==> src/source/mbox_pkg.sv <==
// mailbox package
// shared sizes, types and constants for the two-port mailbox
// register indices, interrupt bit names, status bit positions and the
// fixed read patterns returned by the data registers

package mbox_pkg;

  // ------------------------------------------------------------
  // sizes
  // ------------------------------------------------------------
  localparam int unsigned DATA_WIDTH  = 32;  // mailbox word and register data
  localparam int unsigned DEPTH       = 8;   // words per direction
  localparam int unsigned COUNT_WIDTH = $clog2(DEPTH + 1);  // holds 0..DEPTH
  localparam int unsigned NUM_PORTS   = 2;   // one port per agent

  typedef logic [DATA_WIDTH-1:0]  data_t;
  typedef logic [COUNT_WIDTH-1:0] count_t;

  // ------------------------------------------------------------
  // register map, index is the address
  // ------------------------------------------------------------
  typedef enum logic [3:0] {
    MBOXW  = 4'd0,  // push a word towards the other agent
    MBOXR  = 4'd1,  // pop a word sent by the other agent
    STATUS = 4'd2,  // read only
    ERROR  = 4'd3,  // sticky, cleared on read
    WIRQT  = 4'd4,  // write fill threshold
    RIRQT  = 4'd5,  // read fill threshold
    IRQS   = 4'd6,  // interrupt status, write one to ack
    IRQEN  = 4'd7,  // interrupt enable
    IRQP   = 4'd8,  // pending = status & enable, read only
    CTRL   = 4'd9   // flush strobes
  } reg_idx_e;

  // bit positions inside IRQS, IRQEN and IRQP
  typedef enum logic [1:0] {
    IRQ_WRITE = 2'd0,
    IRQ_READ  = 2'd1,
    IRQ_ERROR = 2'd2
  } irq_bit_e;

  // bit positions inside the status word
  localparam int unsigned STATUS_EMPTY = 0;  // read side has nothing to pop
  localparam int unsigned STATUS_FULL  = 1;  // write side cannot take a word
  localparam int unsigned STATUS_WTHR  = 2;  // write fill above WIRQT
  localparam int unsigned STATUS_RTHR  = 3;  // read fill above RIRQT

  // fixed read data
  localparam data_t WRITE_ONLY_PATTERN = 32'hFEEDC0DE;  // MBOXW read
  localparam data_t EMPTY_READ_PATTERN = 32'hFEEDDEAD;  // MBOXR read while empty

endpackage

==> src/source/mbox_fifo_if.sv <==
// mailbox FIFO interface
// carries one direction of the mailbox, from the writing port through
// the FIFO to the reading port; strobes only, no handshake

`timescale 1ns/1ns

interface mbox_fifo_if;
  import mbox_pkg::*;

  // writer side
  logic   push;     // one-cycle pulse, only while not full
  data_t  wdata;    // word to push
  logic   w_flush;  // flush request from the writer

  // reader side
  logic   pop;      // one-cycle pulse, only while not empty
  logic   r_flush;  // flush request from the reader

  // store side
  logic   full;
  logic   empty;
  count_t count;    // occupancy 0..DEPTH
  data_t  rdata;    // head word, valid while not empty

  // port that fills this direction
  modport writer (output push, wdata, w_flush, input full, count);

  // port that drains this direction
  modport reader (output pop, r_flush, input empty, count, rdata);

  // the FIFO itself
  modport store (
    input  push, wdata, w_flush, pop, r_flush,
    output full, empty, count, rdata
  );

endinterface

==> src/source/mbox_fifo.sv <==
// mailbox FIFO
// circular buffer holding one direction's messages
// push and pop act at the sampling edge, either flush empties it and
// overrides both; the head word is shown combinationally

`timescale 1ns/1ns

module mbox_fifo (
  input logic        clk_i,
  input logic        reset_i,
  mbox_fifo_if.store fifo
);
  import mbox_pkg::*;

  typedef logic [$clog2(DEPTH)-1:0] ptr_t;

  ptr_t   wr_ptr_q;           // next slot to fill
  ptr_t   rd_ptr_q;           // head slot
  count_t count_q;            // occupancy
  data_t  mem_q [DEPTH];      // message storage
  logic   flush;
  logic   do_push;
  logic   do_pop;

  // wrap a pointer at the end of the buffer
  function automatic ptr_t next_ptr(input ptr_t ptr);
    if (ptr == ptr_t'(DEPTH - 1)) begin
      return '0;
    end
    return ptr + 1'b1;
  endfunction

  assign flush   = fifo.w_flush | fifo.r_flush;  // either side may flush
  assign do_push = fifo.push & ~fifo.full;       // writer already checks full
  assign do_pop  = fifo.pop & ~fifo.empty;

  // ------------------------------------------------------------
  // pointers and occupancy
  // ------------------------------------------------------------
  always_ff @(posedge clk_i) begin
    if (reset_i) begin
      wr_ptr_q <= '0;
      rd_ptr_q <= '0;
      count_q  <= '0;
    end else if (flush) begin
      wr_ptr_q <= '0;  // flush beats push and pop
      rd_ptr_q <= '0;
      count_q  <= '0;
    end else begin
      if (do_push) wr_ptr_q <= next_ptr(wr_ptr_q);
      if (do_pop)  rd_ptr_q <= next_ptr(rd_ptr_q);
      case ({do_push, do_pop})
        2'b10:   count_q <= count_q + 1'b1;
        2'b01:   count_q <= count_q - 1'b1;
        default: count_q <= count_q;  // idle, or push and pop together
      endcase
    end
  end

  // storage, written at the tail
  always_ff @(posedge clk_i) begin
    if (do_push && !flush) begin
      mem_q[wr_ptr_q] <= fifo.wdata;
    end
  end

  // flags and head word
  assign fifo.full  = (count_q == count_t'(DEPTH));
  assign fifo.empty = (count_q == '0);
  assign fifo.count = count_q;
  assign fifo.rdata = mem_q[rd_ptr_q];  // only meaningful while not empty

endmodule

==> src/source/mbox_port_regs.sv <==
// mailbox port register file
// one agent's view of the mailbox: pushes into tx, pops from rx
// decodes the strobe bus, keeps error, threshold and interrupt state
// read data, valid and error are registered; irq is a level from regs

`timescale 1ns/1ns

module mbox_port_regs (
  input  logic               clk_i,
  input  logic               reset_i,
  // write access
  input  logic               wr_en_i,
  input  mbox_pkg::reg_idx_e wr_idx_i,
  input  mbox_pkg::data_t    wr_data_i,
  // read access
  input  logic               rd_en_i,
  input  mbox_pkg::reg_idx_e rd_idx_i,
  output mbox_pkg::data_t    rd_data_o,
  output logic               rd_valid_o,
  output logic               rd_err_o,
  output logic               wr_err_o,
  output logic               irq_o,       // active high level
  mbox_fifo_if.writer        tx,          // towards the other agent
  mbox_fifo_if.reader        rx           // from the other agent
);
  import mbox_pkg::*;

  logic [3:0] status;                // read only, built from FIFO flags
  logic [1:0] error_q,  error_d;     // bit 0 empty read, bit 1 full write
  count_t     wirqt_q,  wirqt_d;     // write threshold
  count_t     rirqt_q,  rirqt_d;     // read threshold
  logic [2:0] irqs_q,   irqs_d;      // interrupt status
  logic [2:0] irqen_q,  irqen_d;     // interrupt enable
  logic [2:0] irqp;                  // pending view
  logic [2:0] irq_ack;               // ones written to IRQS
  logic [1:0] new_err;               // errors raised this cycle
  logic       err_clr;               // ERROR read this cycle
  data_t      rd_data_d;
  logic       rd_err_d;
  logic       wr_err_d;

  // thresholds above the top fill level make no sense
  function automatic count_t clamp_thr(input data_t value);
    if (value >= data_t'(DEPTH)) begin
      return count_t'(DEPTH - 1);
    end
    return count_t'(value);
  endfunction

  always_comb begin
    status               = '0;
    status[STATUS_EMPTY] = rx.empty;
    status[STATUS_FULL]  = tx.full;
    status[STATUS_WTHR]  = tx.count > wirqt_q;  // strictly above
    status[STATUS_RTHR]  = rx.count > rirqt_q;
  end

  assign irqp     = irqs_q & irqen_q;
  assign irq_o    = |irqp;
  assign tx.wdata = wr_data_i;  // only taken on a push

  // ------------------------------------------------------------
  // access decode, read and write share one block so a new error
  // can win over a clear in the same cycle
  // ------------------------------------------------------------
  always_comb begin
    tx.push    = 1'b0;
    tx.w_flush = 1'b0;
    rx.pop     = 1'b0;
    rx.r_flush = 1'b0;
    wirqt_d    = wirqt_q;
    rirqt_d    = rirqt_q;
    irqen_d    = irqen_q;
    irq_ack    = '0;
    new_err    = '0;
    err_clr    = 1'b0;
    rd_data_d  = '0;
    rd_err_d   = 1'b0;
    wr_err_d   = 1'b0;

    // read side
    if (rd_en_i) begin
      case (rd_idx_i)
        MBOXW:  rd_data_d = WRITE_ONLY_PATTERN;
        MBOXR: begin
          if (!rx.empty) begin
            rd_data_d = rx.rdata;
            rx.pop    = 1'b1;          // pops at this edge
          end else begin
            rd_data_d  = EMPTY_READ_PATTERN;
            rd_err_d   = 1'b1;
            new_err[0] = 1'b1;
          end
        end
        STATUS: rd_data_d = data_t'(status);
        ERROR: begin
          rd_data_d = data_t'(error_q);
          err_clr   = 1'b1;            // clear on read
        end
        WIRQT:  rd_data_d = data_t'(wirqt_q);
        RIRQT:  rd_data_d = data_t'(rirqt_q);
        IRQS:   rd_data_d = data_t'(irqs_q);
        IRQEN:  rd_data_d = data_t'(irqen_q);
        IRQP:   rd_data_d = data_t'(irqp);
        CTRL:   rd_data_d = '0;        // flush is a pulse, nothing to show
        default: rd_err_d = 1'b1;      // index 10 and up
      endcase
    end

    // write side
    if (wr_en_i) begin
      case (wr_idx_i)
        MBOXW: begin
          if (!tx.full) begin
            tx.push = 1'b1;
          end else begin
            wr_err_d   = 1'b1;         // word is dropped
            new_err[1] = 1'b1;
          end
        end
        WIRQT:  wirqt_d = clamp_thr(wr_data_i);
        RIRQT:  rirqt_d = clamp_thr(wr_data_i);
        IRQS:   irq_ack = wr_data_i[2:0];  // write one to ack
        IRQEN:  irqen_d = wr_data_i[2:0];
        CTRL: begin
          rx.r_flush = wr_data_i[1];
          tx.w_flush = wr_data_i[0];
        end
        MBOXR, STATUS, ERROR, IRQP: ;  // read only, ignored quietly
        default: wr_err_d = 1'b1;      // index 10 and up
      endcase
    end

    // merge, new events after clears
    error_d = (err_clr ? 2'b00 : error_q) | new_err;
    irqs_d  = irqs_q & ~irq_ack;
    if (status[STATUS_WTHR]) irqs_d[IRQ_WRITE] = 1'b1;
    if (status[STATUS_RTHR]) irqs_d[IRQ_READ]  = 1'b1;
    if (|new_err)            irqs_d[IRQ_ERROR] = 1'b1;
  end

  // ------------------------------------------------------------
  // state
  // ------------------------------------------------------------
  always_ff @(posedge clk_i) begin
    if (reset_i) begin
      error_q    <= '0;
      wirqt_q    <= '0;
      rirqt_q    <= '0;
      irqs_q     <= '0;
      irqen_q    <= '0;
      rd_valid_o <= 1'b0;
      rd_err_o   <= 1'b0;
      wr_err_o   <= 1'b0;
    end else begin
      error_q    <= error_d;
      wirqt_q    <= wirqt_d;
      rirqt_q    <= rirqt_d;
      irqs_q     <= irqs_d;
      irqen_q    <= irqen_d;
      rd_valid_o <= rd_en_i;   // one pulse per read
      rd_err_o   <= rd_err_d;
      wr_err_o   <= wr_err_d;
    end
  end

  // read data, only loaded on an access
  always_ff @(posedge clk_i) begin
    if (rd_en_i) begin
      rd_data_o <= rd_data_d;
    end
  end

endmodule

==> src/source/mbox_top.sv <==
// two-port mailbox, top level
// each agent owns a register port; a word written by one agent is
// queued and popped by the other
// port i fills FIFO i and drains FIFO 1-i

`timescale 1ns/1ns

module mbox_top (
  input  logic                                         clk_i,
  input  logic                                         reset_i,
  // write strobes, one lane per agent
  input  logic               [mbox_pkg::NUM_PORTS-1:0] wr_en_i,
  input  mbox_pkg::reg_idx_e [mbox_pkg::NUM_PORTS-1:0] wr_idx_i,
  input  mbox_pkg::data_t    [mbox_pkg::NUM_PORTS-1:0] wr_data_i,
  output logic               [mbox_pkg::NUM_PORTS-1:0] wr_err_o,
  // read strobes and registered response
  input  logic               [mbox_pkg::NUM_PORTS-1:0] rd_en_i,
  input  mbox_pkg::reg_idx_e [mbox_pkg::NUM_PORTS-1:0] rd_idx_i,
  output mbox_pkg::data_t    [mbox_pkg::NUM_PORTS-1:0] rd_data_o,
  output logic               [mbox_pkg::NUM_PORTS-1:0] rd_valid_o,
  output logic               [mbox_pkg::NUM_PORTS-1:0] rd_err_o,
  // level interrupts, active high
  output logic               [mbox_pkg::NUM_PORTS-1:0] irq_o
);
  import mbox_pkg::*;

  // one interface per direction, index is the writing agent
  mbox_fifo_if u_fifo_if [NUM_PORTS] ();

  // ------------------------------------------------------------
  // per agent: its outgoing FIFO and its register port
  // ------------------------------------------------------------
  for (genvar i = 0; i < NUM_PORTS; i++) begin : gen_port

    mbox_fifo u_fifo (
      .clk_i   ( clk_i        ),
      .reset_i ( reset_i      ),
      .fifo    ( u_fifo_if[i] )   // words sent by agent i
    );

    mbox_port_regs u_port_regs (
      .clk_i      ( clk_i                      ),
      .reset_i    ( reset_i                    ),
      .wr_en_i    ( wr_en_i[i]                 ),
      .wr_idx_i   ( wr_idx_i[i]                ),
      .wr_data_i  ( wr_data_i[i]               ),
      .rd_en_i    ( rd_en_i[i]                 ),
      .rd_idx_i   ( rd_idx_i[i]                ),
      .rd_data_o  ( rd_data_o[i]               ),
      .rd_valid_o ( rd_valid_o[i]              ),
      .rd_err_o   ( rd_err_o[i]                ),
      .wr_err_o   ( wr_err_o[i]                ),
      .irq_o      ( irq_o[i]                   ),
      .tx         ( u_fifo_if[i]               ),  // own outgoing direction
      .rx         ( u_fifo_if[NUM_PORTS - 1 - i] )  // the other agent's words
    );

  end

endmodule

==> config.mk <==
export PLATFORM = sky130hd
export DESIGN_NAME = mbox_top
export DESIGN_NICKNAME = d
export VERILOG_FILES = /design/src/source/mbox_pkg.sv /design/src/source/mbox_fifo_if.sv /design/src/source/mbox_fifo.sv /design/src/source/mbox_port_regs.sv /design/src/source/mbox_top.sv
export SDC_FILE = /design/constraint.sdc
export NUM_CORES = 1
export LEC_CHECK = 0
export BUFFER_PORTS_ARGS = -buffer_cell sky130_fd_sc_hd__buf_4
export CAP_MARGIN = 15
export CORE_AREA = 4 4 258 260
export DETAILED_ROUTE_END_ITERATION = 8
export DIE_AREA = 0 0 262 264
export RECOVER_POWER = 50
export SYNTH_ARGS = -nofsm -noshare
export SYNTH_HDL_FRONTEND = slang
export SYNTH_SLANG_ARGS = --single-unit
==> constraint.sdc <==
create_clock -name clk_i -period 4.1 [get_ports clk_i]
set_input_delay 0.615 -clock clk_i [delete_from_list [all_inputs] [get_ports clk_i]]
set_output_delay 0.615 -clock clk_i [all_outputs]
set_load 0.02 [all_outputs]
Word level (Yosys, flattened, before mapping). Memories as Yosys holds them, arrays and structs flattened. A register that Yosys moved wholly into a read port is not among the register bits. Index checks and enable logic that the tools add are counted.

Memories: 2. Register bits after elaboration: 122. Bits of input ports: 86. Latch bits: 0. Output and inout bits: 72. Logic and storage cells: 246. Bits in read-only memories: 0. RAM bits: 512.

Muxes and demuxes: 106. Multiply operators: 0. Div/mod/pow operators: 0. Magnitude comparators: 6. Shifts and indexed selects: 0. Add/sub/neg operators: 8. Bitwise logic cells: 22. Reductions and logical operators: 32. Equal/unequal tests: 46.

Memories: gen_port[0].u_fifo.mem_q (words 8, bits a word 32, rd ports 1, clocked after memory_dff 1, write ports 1, RTL line mbox_fifo.sv:20) `data_t mem_q [DEPTH];`; gen_port[1].u_fifo.mem_q (words 8, bits a word 32, rd ports 1, clocked after memory_dff 1, write ports 1, RTL line mbox_fifo.sv:20).

Operators with widths (number): case mux 32 bit (9 select lines) (2); 2-to-1 mux 1 bit (72); == test 4 x 3 -> 1 bit, second input constant (16); greater-or-equal comparator 32 x 4 -> 1 bit, second input constant (2); 2-to-1 mux 32 bit (2); 2-to-1 mux 3 bit (16); == test 4 bit, second input constant (10); OR reduction 9 bit (4); == test 4 x 2 -> 1 bit, second input constant (8); logical NOT 4 bit (6); 2-to-1 mux 4 bit (6); == test 4 x 1 -> 1 bit, second input constant (4); > comparator 4 bit (4); case mux 4 bit (2 select lines) (2); OR reduction 2 bit (8); adder 3 x 1 -> 3 bit, second input constant (4); AND 3 bit (4); == test 3 bit, second input constant (4); AND reduction 2 bit (6); adder 4 x 1 -> 4 bit, second input constant (2); NOT 1 bit (8); case mux 1 bit (2 select lines) (4); subtractor 4 x 1 -> 4 bit, second input constant (2); NOT 3 bit (2); 10 further kinds (22).

Longest topological paths before layout. Gate-level depths: netlist of the first run.

Depth after elaboration: 11. Depth in mapped cells: 12. Gate-level depth less buffers: 10.

Modules after synthesis. From an unflattened synthesis of the first run, not the netlist that was laid out.

Cell total of the unflattened synthesis: 1495. Area total of the unflattened synthesis: 26485.4 µm².

By module, submodules not included: mbox_fifo (cells each 454, area each 10405.0 µm², times used 2, sequential area each 7947.6 µm²); mbox_port_regs at gen_port[0].u_port_regs (cells each 294, area each 2844.0 µm², times used 1, sequential area each 1341.3 µm²); mbox_port_regs at gen_port[1].u_port_regs (cells each 293, area each 2831.5 µm², times used 1, sequential area each 1341.3 µm²).

Worst setup path after synthesis of the first run. Ideal clock, no wire load.

Path kind: input to register. Start point: input port wr_idx_i[0] (netlist bit). End point: memory gen_port[0].u_fifo.mem_q[0][0] (netlist bit) (enable). Cell stages on the path: 4. Library setup time: 461 ps. Setup slack: -127 ps. Path buffers: 0. Data required time: 3639 ps. Arrival: 3766 ps. Cell sequence: nor4_2 -> nor3b_2 -> nand4b_1 -> nor3_1.

Word-level cells in the longest chain between the ends: 8. Elaborated cells on any way between the ends: 12. Classes of those cells: 1 x eq/ne; 6 x mux; 2 x bitwise; 3 x reduce/logical.

RTL lines: from (decl) (RTL line mbox_top.sv:13) `input mbox_pkg::reg_idx_e [mbox_pkg::NUM_PORTS-1:0] wr_idx_i,`; == test 4 bit (RTL line mbox_port_regs.sv:112) `case (wr_idx_i)`; 2-to-1 mux 1 bit (RTL line mbox_port_regs.sv:112); 2-to-1 mux 1 bit (RTL line mbox_port_regs.sv:111) `if (wr_en_i) begin`; bitwise OR 1 bit (RTL line mbox_fifo.sv:33) `assign flush = fifo.w_flush | fifo.r_flush;`; logical NOT 1 bit (RTL line mbox_fifo.sv:62) `if (do_push && !flush) begin`; logical AND 1 bit * (RTL line mbox_fifo.sv:62); 2-to-1 mux 1 bit * (RTL line mbox_fifo.sv:62); 2-to-1 mux 1 bit (not written as such) * (RTL line mbox_fifo.sv:63) `mem_q[wr_ptr_q] <= fifo.wdata;`; to (decl) (RTL line mbox_fifo.sv:20).

Every way passes the cells marked *; elsewhere a longest branch is shown, timed or not.

Worst setup path after layout of the first run.
Start point: register gen_port[0].u_fifo.count_q[1]. End point: memory gen_port[0].u_fifo.mem_q[1][21] (netlist bit) (enable).

Word-level cells in the longest chain between the ends: 8. Elaborated cells on any way between the ends: 9. Classes of those cells: 1 x eq/ne; 5 x mux; 2 x bitwise; 1 x reduce/logical.

RTL lines: from (decl) (RTL line mbox_fifo.sv:19) `count_t count_q;`; from (signal assigned) (RTL line mbox_fifo.sv:53) `2'b10: count_q <= count_q + 1'b1;`; from (signal assigned) (RTL line mbox_fifo.sv:54) `2'b01: count_q <= count_q - 1'b1;`; from (signal assigned) (RTL line mbox_fifo.sv:55) `default: count_q <= count_q;`; == test 4 bit * (RTL line mbox_fifo.sv:68) `assign fifo.full = (count_q == count_t'(DEPTH));`; 2-to-1 mux 1 bit (RTL line mbox_port_regs.sv:114) `if (!tx.full) begin`; 2-to-1 mux 1 bit (RTL line mbox_port_regs.sv:112); 2-to-1 mux 1 bit (RTL line mbox_port_regs.sv:111); AND 1 bit * (RTL line mbox_fifo.sv:34) `assign do_push = fifo.push & ~fifo.full;`; logical AND 1 bit * (RTL line mbox_fifo.sv:62); 2-to-1 mux 1 bit * (RTL line mbox_fifo.sv:62); 2-to-1 mux 1 bit (not written as such) * (RTL line mbox_fifo.sv:63).

Marks and branches as above.

==> results.tsv, run 1 <==
stage	metric	value	unit
critical_path	Req. time, crit path	4320	ps
detailed_routing	via count	13230	
layout	most common cell after layout, fill and taps aside	edfxtp_1	
critical_path	Slowest-stage cell, CP	nor3b_2	
sta	part of the cycle the worst path needs	73.75	%
die	num rows	93	
clocking	clock buffer depth	3	
detailed_routing	DRC violations left	0	
logic_synthesis	Synth top area share	67.78	%
sta	Worst slew margin	-67.02	%
critical_path	arrival time worst endpoint	3250	ps
global_route	initial antenna violation count	8	
detailed_routing	drt pass-1 iters	5	
die	IO Count	158	
global_route	largest net degree at the start of global routing	43	
clocking	CTS resizes	0	
logic_synthesis	mux cell area share after synthesis	14.73	%
layout	fin area	29540	um2
sta	RSZ-0062 raised after global routing	no	
layout	post-layout util	46.07	%
layout	most frequent cells in the layout	edfxtp_1 (576), clkbuf_1 (131), mux4_2 (128), mux2i_1 (83), a21oi_1 (71)	
clocking	cts bufs inserted	69	
clocking	CTS tree	yes	
worst_hold_path	Worst Hold Class	primary input to flop	
power	Pwr Density	462.5	nW/um2
clocking	CTS sink cnt	640	
sta	min Tclk post-route	3024	ps
place	dpl ws	781.8	ps
clocking	cts hold-fix bufs	0	
logic_synthesis	largest family of logic cells by synthesized area	multiplexers	
run	max-cap violations	2	
detailed_routing	post-route ant nets	0	
critical_path	CP max FO	32	
critical_path	max incr delay on CP	550	ps
place	RePlAce Congestion	0.8021	
logic_synthesis	Syn. warnings	0	
layout	layout cells sized above 1	21.07	%
global_route	GR Util All Layers	16.44	%
detailed_routing	final WL	56730	um
place	HPWL after detailed placement	35290	um
global_route	grt ovf	0	
logic_synthesis	most common flop cell mapped by yosys	edfxtp_1	
sta	PnR worst setup slack	1076	ps
place	Placed Cells	2341	
logic_synthesis	Adder-Cell Fraction of Synth Area	1.471	%
critical_path	origin of the worst setup path	gen_port[0].u_fifo.fifo.count[1]$_SDFFE_PP0P_	
die	initial core utilization	39.80	%
critical_path	worst r2r src	gen_port[0].u_fifo.fifo.count[1]$_SDFFE_PP0P_	
logic_synthesis	main area contributors after synthesis	edfxtp_1 (68%), mux4_2 (11%), dfxtp_1 (5.0%)	
clocking	root buf cell	clkbuf_16	
logic_synthesis	Cell Area, Synth	25520	um2
die	Core Area	64120	um2
critical_path	CP startpoint kind	flop	
logic_synthesis	XOR/XNOR Fraction of Synth Area	0.2059	%
die	Die Y	264	um
logic_synthesis	Netlist cell types	61	
die	die width	262	um
logic_synthesis	Post-Syn Nets	1490	
logic_synthesis	Yosys reg bits	640	
status	outcome	finished, violations left	
status	failing checks	max-capacitance violations, max-slew violations	
critical_path	Worst Setup End Kind	flop	
logic_synthesis	Mapped Cells	1374	
logic_synthesis	FFs w/ async S/R, synth	0	%
logic_synthesis	syn avg cell area	18.57	um2
clocking	clk_lat worst skew	590	ps
sta	setup_tns	0	ps
layout	Area Overhead vs Synth	15.77	%
sta	Worst Tran Pin Value	2505	ps
detailed_routing	DRT iter0 DRCs	1087	
logic_synthesis	compound-cell area share of the yosys netlist	3.364	%
power	PnR Total Power	13.66	mW
clocking	H-tree depth	3	
detailed_routing	DR WL/cell	22.98	um
layout	nets@finish	1673	
sta	final setup vio count	0	
sta	clk_skew	13.80	ps
place	placed inst area	27770	um2
logic_synthesis	area leader, netlist	edfxtp_1	
critical_path	critical path class	flop to flop	
global_route	global-route wire length before repair	86290	um
global_route	vias in the first global route	13740	
clocking	Setup Buffers After CTS	0	
power	worst vdd ir	291.9	uV
clocking	CTS clock-pin slew for the worst setup and hold paths	60	ps
power	leakage	9.280	nW
worst_hold_path	Hold Path Origin	wr_en_i[1]	
logic_synthesis	sequential area share after synthesis	72.81	%
detailed_routing	DR vias/cell	5.359	
logic_synthesis	number of flops mapped to enable cells by yosys	576	
layout	Non-Filler Instances	2469	
sta	final hold vios	0	
place	Port Buf Inserts	157	
critical_path	critical path, cell by cell	nor4b_1 -> clkbuf_1 -> nor3b_2 -> nand4_1 -> nor3_4 -> buf_4	
sta	max-slew violation count	72	
logic_synthesis	Simple-Gate Fraction of Synth Area	5.438	%
sta	f_max	330.7	MHz
sta	hold_ws	294.7	ps
die	Die Area	69170	um2
[cell families after synthesis]
family | Yosys count
flip-flops | 640
adder cells (fa/ha/maj) | 30
XOR/XNOR | 6
multiplexers | 215
buffers and inverters | 105
AO/OA/AOI/OAI | 141
AND/OR/NAND/NOR | 237
[path summary, 6_finish.rpt]
check	end	slack, ps	cells past startpoint
max	gen_port[0].u_fifo.mem_q[1][21]$_DFFE_PP_	1080	6
max reg2reg	gen_port[0].u_fifo.mem_q[1][21]$_DFFE_PP_	1080	6
min reg2reg	gen_port[0].u_port_regs.error_q[1]$_SDFF_PP0_	460	2
min	gen_port[1].u_port_regs.wr_err_o$_SDFF_PP0_	290	2
[state kept, by name, summed over array words and instances, names as in the netlist, named ones only]
register                         count
gen_port.u_port_regs.error_q         4
gen_port.u_port_regs.wr_err_o        2
gen_port.u_port_regs.rd_data_o      64
gen_port.u_fifo.wr_ptr_q             6
gen_port.u_port_regs.rd_valid_o      2
gen_port.u_port_regs.rirqt_q         8
gen_port.u_port_regs.irqen_q         6
gen_port.u_port_regs.wirqt_q         8
gen_port.u_port_regs.irqs_q          6
gen_port.u_fifo.rd_ptr_q             6
gen_port.u_fifo.mem_q              512
gen_port.u_port_regs.rd_err_o        2
gen_port.u_fifo.fifo.count           8
[layout make-up]
cell class	instances	area, um2
multi-input cells	629	6555
diodes	5	12.51
clock inverters	38	395.4
inverters	31	116.4
clock buffers	85	1807
fillers	5505	34570
well taps	855	1070
flip-flops and latches	640	18590
repair buffers	186	994.7
[power by group]
group          internal (mW)  total (mW)  switching (mW)
combinational          0.113       0.409           0.295
clock                   3.59        6.06            2.47
sequential              7.17        7.19          0.0273
[synthesized netlist by cell type (4+ instances only)]
master / count
a211oi_1: 5
a21oi_1: 71
a311oi_1: 15
a31oi_1: 5
and4b_1: 6
buf_1: 8
buf_2: 21
buf_4: 19
clkbuf_1: 24
dfxtp_1: 64
edfxtp_1: 576
ha_1: 30
inv_1: 30
mux2_2: 4
mux2i_1: 83
mux4_2: 128
nand2_1: 28
nand2b_1: 6
nand3_1: 9
nand3b_1: 15
nand4_1: 13
nand4b_1: 4
nor2_1: 73
nor2b_1: 9
nor3_1: 14
nor4_1: 13
o21a_1: 4
o21ai_0: 19
o22ai_1: 5
or3_1: 9
or4_1: 4
xor2_1: 6
[layer usage]
metal,share of wire (%),vias to the layer above,track usage [%]
met1,42,6858,22.37
met4,2.1,6,4.866
met5,0.067,-,0
met2,49,341,26.65
met3,6.5,76,3.729
li1,-,5950,-
[worst max-delay path: cells and delay by family, from the launching register on]
kind                   cells  cell delay (ps)
buffers and inverters      2              660
DFF                        1              530
and+or+nand+nor            4             1440
No activity file was read; power rests on OpenSTA's default activity.
==> inputs of run 2 (changes only) <==
ABC_AREA = 1   (was not set)
CORE_AREA = 4 4 263 265   (was 4 4 258 260)
DIE_AREA = 0 0 267 269   (was 0 0 262 264)
clock period = 2.9 ns   (was 4.1 ns; I/O delays follow)
==> run 2 against run 1 <==
  * Power rose by 39%
  * First-iteration DRC count rose by 40%
  * Synthesized cell count rose by 73%
  * The run still ends with max-capacitance violations, max-slew violations left
  * Largest power group unchanged
  * Critical path type is now primary input to flop
  * Critical path depth is 2 lower
==> results.tsv, run 2 <==
stage	metric	value	unit	change
layout	nets@finish	2652		was 1673
layout	max reg flops	512		unchanged
clocking	cts bufs inserted	69		unchanged
place	Port Buf Inserts	157		unchanged
place	Placed Cells	3338		was 2341
critical_path	critical path, cell by cell	clkbuf_1 -> clkinv_1 -> nand2_1 -> a21oi_1		was nor4b_1 -> clkbuf_1 -> nor3b_2 -> nand4_1 -> nor3_4 -> buf_4
global_route	GR Util All Layers	18.49	%	was 16.44%
layout	Area Overhead vs Synth	15.88	%	was 15.77%
layout	most frequent cells in the layout	edfxtp_1 (576), nand2_1 (574), nand3_1 (381), nor2_1 (206), inv_1 (146)		was edfxtp_1 (576), clkbuf_1 (131), mux4_2 (128), mux2i_1 (83), a21oi_1 (71)
logic_synthesis	Cell Area, Synth	26510	um2	was 25520 um2
die	Die Area	71820	um2	was 69170 um2
clocking	CTS sink cnt	640		unchanged
layout	Non-Filler Instances	3460		was 2469
sta	f_max	384.0	MHz	
critical_path	CP startpoint kind	primary input		was flop
critical_path	Buf/Inv on CP	2		unchanged
place	RePlAce Congestion	0.8970		was 0.8021
power	Pwr Density	618.4	nW/um2	was 462.5 nW/um2
sta	max-slew violation count	69		was 72
die	die width	267	um	was 262 um
detailed_routing	via count	18000		was 13.23k
layout	most common cell after layout, fill and taps aside	edfxtp_1		unchanged
logic_synthesis	Yosys reg bits	640		unchanged
detailed_routing	DR vias/cell	5.202		was 5.359
global_route	global-route wire length before repair	103000	um	was 86290 um
logic_synthesis	syn avg cell area	11.13	um2	was 18.57 um2
global_route	vias in the first global route	17630		was 13.74k
layout	storage element area	18590	um2	about the same
global_route	initial antenna violation count	2		was 8
power	leakage	11.25	nW	was 9.280 nW
status	outcome	finished, violations left		unchanged
die	Die Y	269	um	was 264 um
power	worst vdd ir	452.2	uV	was 291.9 uV
sta	Worst Tran Pin Value	2138	ps	was 2505 ps
die	num rows	95		was 93
global_route	largest net degree at the start of global routing	129		was 43
place	placed inst area	28920	um2	was 27770 um2
sta	min Tclk post-route	2604	ps	
clocking	cts hold-fix bufs	0		unchanged
clocking	CTS tree	yes		unchanged
sta	hold_ws	143.7	ps	was 294.7 ps
logic_synthesis	Syn. warnings	0		unchanged
logic_synthesis	main area contributors after synthesis	edfxtp_1 (65%), nand2_1 (8.1%), nand3_1 (7.2%)		was edfxtp_1 (68%), mux4_2 (11%), dfxtp_1 (5.0%)
logic_synthesis	Post-Syn Nets	2498		was 1490
logic_synthesis	Synth top area share	65.26	%	was 67.78%
clocking	H-tree depth	3		unchanged
layout	area of the multi-input gates	6854	um2	was 6555 um2
critical_path	Req. time, crit path	3360	ps	was 4320 ps
sta	part of the cycle the worst path needs	89.80	%	
layout	fillers	6093		was 5505
detailed_routing	DRT iter0 DRCs	1519		was 1087
detailed_routing	final WL	67260	um	was 56730 um
die	IO Count	158		unchanged
clocking	CTS resizes	0		unchanged
clocking	Setup Buffers After CTS	0		unchanged
detailed_routing	drt pass-1 iters	6		was 5
sta	RSZ-0062 raised after global routing	no		unchanged
worst_hold_path	Worst Hold Class	primary input to flop		unchanged
critical_path	max incr delay on CP	1200	ps	was 550 ps
layout	layout cells sized above 1	10.06	%	was 21.07%
logic_synthesis	Netlist cell types	38		was 61
clocking	clock buffer depth	3		unchanged
sta	setup_tns	0	ps	unchanged
status	failing checks	max-capacitance violations, max-slew violations		unchanged
critical_path	critical path class	primary input to flop		was flop to flop
critical_path	Slowest-stage cell, CP	clkbuf_1		was nor3b_2
die	Core Area	66800	um2	was 64120 um2
critical_path	CP top delay family	buffers and inverters		was simple AND/OR/NAND/NOR gates
logic_synthesis	most common flop cell mapped by yosys	edfxtp_1		unchanged
clocking	CTS clock-pin slew for the worst setup and hold paths	60	ps	about the same
detailed_routing	post-route ant nets	0		unchanged
critical_path	origin of the worst setup path	reset_i		was gen_port[0].u_fifo.fifo.count[1]$_SDFFE_PP0P_
logic_synthesis	area leader, netlist	edfxtp_1		unchanged
logic_synthesis	sequential area share after synthesis	70.09	%	was 72.81%
clocking	root buf cell	clkbuf_16		unchanged
place	HPWL after detailed placement	41090	um	was 35290 um
run	max-cap violations	2		unchanged
critical_path	CP max FO	32		unchanged
global_route	grt ovf	0		unchanged
layout	largest registers	gen_port.u_fifo.mem_q (512), gen_port.u_port_regs.rd_data_o (64)		unchanged
worst_hold_path	Hold Path Origin	wr_en_i[1]		unchanged
critical_path	Worst Setup End Kind	flop		unchanged
place	dpl ws	259.3	ps	was 781.8 ps
power	PnR Total Power	18.99	mW	was 13.66 mW
die	initial core utilization	39.68	%	was 39.80%
detailed_routing	DR WL/cell	19.44	um	was 22.98 um
sta	Worst slew margin	-42.51	%	was -67.02%
sta	clk_skew	21.16	ps	was 13.80 ps
detailed_routing	DRC violations left	0		unchanged
logic_synthesis	top-count cell post-synth	edfxtp_1		unchanged
critical_path	worst r2r src	gen_port[0].u_fifo.fifo.count[3]$_SDFFE_PP0P_		was gen_port[0].u_fifo.fifo.count[1]$_SDFFE_PP0P_
sta	final setup vio count	0		unchanged
layout	post-layout util	45.98	%	was 46.07%
critical_path	arrival time worst endpoint	3070	ps	was 3250 ps
logic_synthesis	number of flops mapped to enable cells by yosys	576		unchanged
logic_synthesis	synth cell count leaders	edfxtp_1 (576), nand2_1 (573), nand3_1 (381)		was edfxtp_1 (576), mux4_2 (128), mux2i_1 (83)
layout	fin area	30710	um2	was 29540 um2
clocking	clk_lat worst skew	610	ps	was 590 ps
layout	Top reg by flops	gen_port.u_fifo.mem_q		unchanged
logic_synthesis	FFs w/ async S/R, synth	0	%	unchanged
logic_synthesis	Mapped Cells	2382		was 1374
sta	final hold vios	0		unchanged
sta	PnR worst setup slack	295.8	ps	was 1076 ps
-- run 2: layout make-up --
| cell class | instances | share of cell area [%] |
|---|---|---|
| tap | 873 | 3.556 |
| clock inverter | 36 | 1.010 |
| multi-input combinational | 1463 | 22.32 |
| timing repair buffer | 202 | 4.778 |
| clock buffer | 84 | 5.838 |
| inverter | 160 | 1.968 |
| antenna | 2 | 0.01629 |
| sequential | 640 | 60.52 |
-- run 2: path summary, 6_finish.rpt --
path                                                                      end  slack (ps)  cells past startpoint
worst max-delay path                                                     flop         300                      4
worst min-delay path              gen_port[1].u_port_regs.wr_err_o$_SDFF_PP0_         140                      3
worst max register to register  gen_port[0].u_fifo.fifo.count[2]$_SDFFE_PP0P_         460                     13
worst min register to register  gen_port[0].u_port_regs.error_q[0]$_SDFF_PP0_         470                      2
-- run 2: where the power goes --
part / switching [mW] / total, mW / internal, mW
clock: 3.65 / 8.21 / 4.57
sequential: 0.0358 / 10.2 / 10.1
combinational: 0.456 / 0.624 / 0.167
-- run 2: logic make-up (layout without fill, tap and decap cells) --
group	Yosys count	count (layout)	synth area share [%]
AO/OA/AOI/OAI	207	207	4.206
XOR/XNOR	2	2	0.06610
adder cells (fa/ha/maj)	30	30	1.416
buffers and inverters	279	482	4.494
flip-flops	640	640	70.09
other	0	2	0
AND/OR/NAND/NOR	1224	1224	19.73
-- run 2: layer usage --
layer / vias up / global-route usage, % / wire length, um
li1: 8572 / - / -
met1: 8770 / 24.78 / 28670
met2: 551 / 31.13 / 32720
met3: 106 / 3.394 / 4288
met4: 0 / 5.283 / 1583
met5: - / 0 / 0
-- run 2: worst register-to-register path, cell delays in order, from the launching register on --
cell and delay [ps]:
dfxtp_1 470, inv_1 110, nor3_2 290, inv_1 100, nand2_1 200, ha_1 250, nand2_1 90, inv_1 70
nor2_1 60, ha_1 180, a21oi_1 160, xnor2_1 100, o21ai_0 180, nor2_1 70
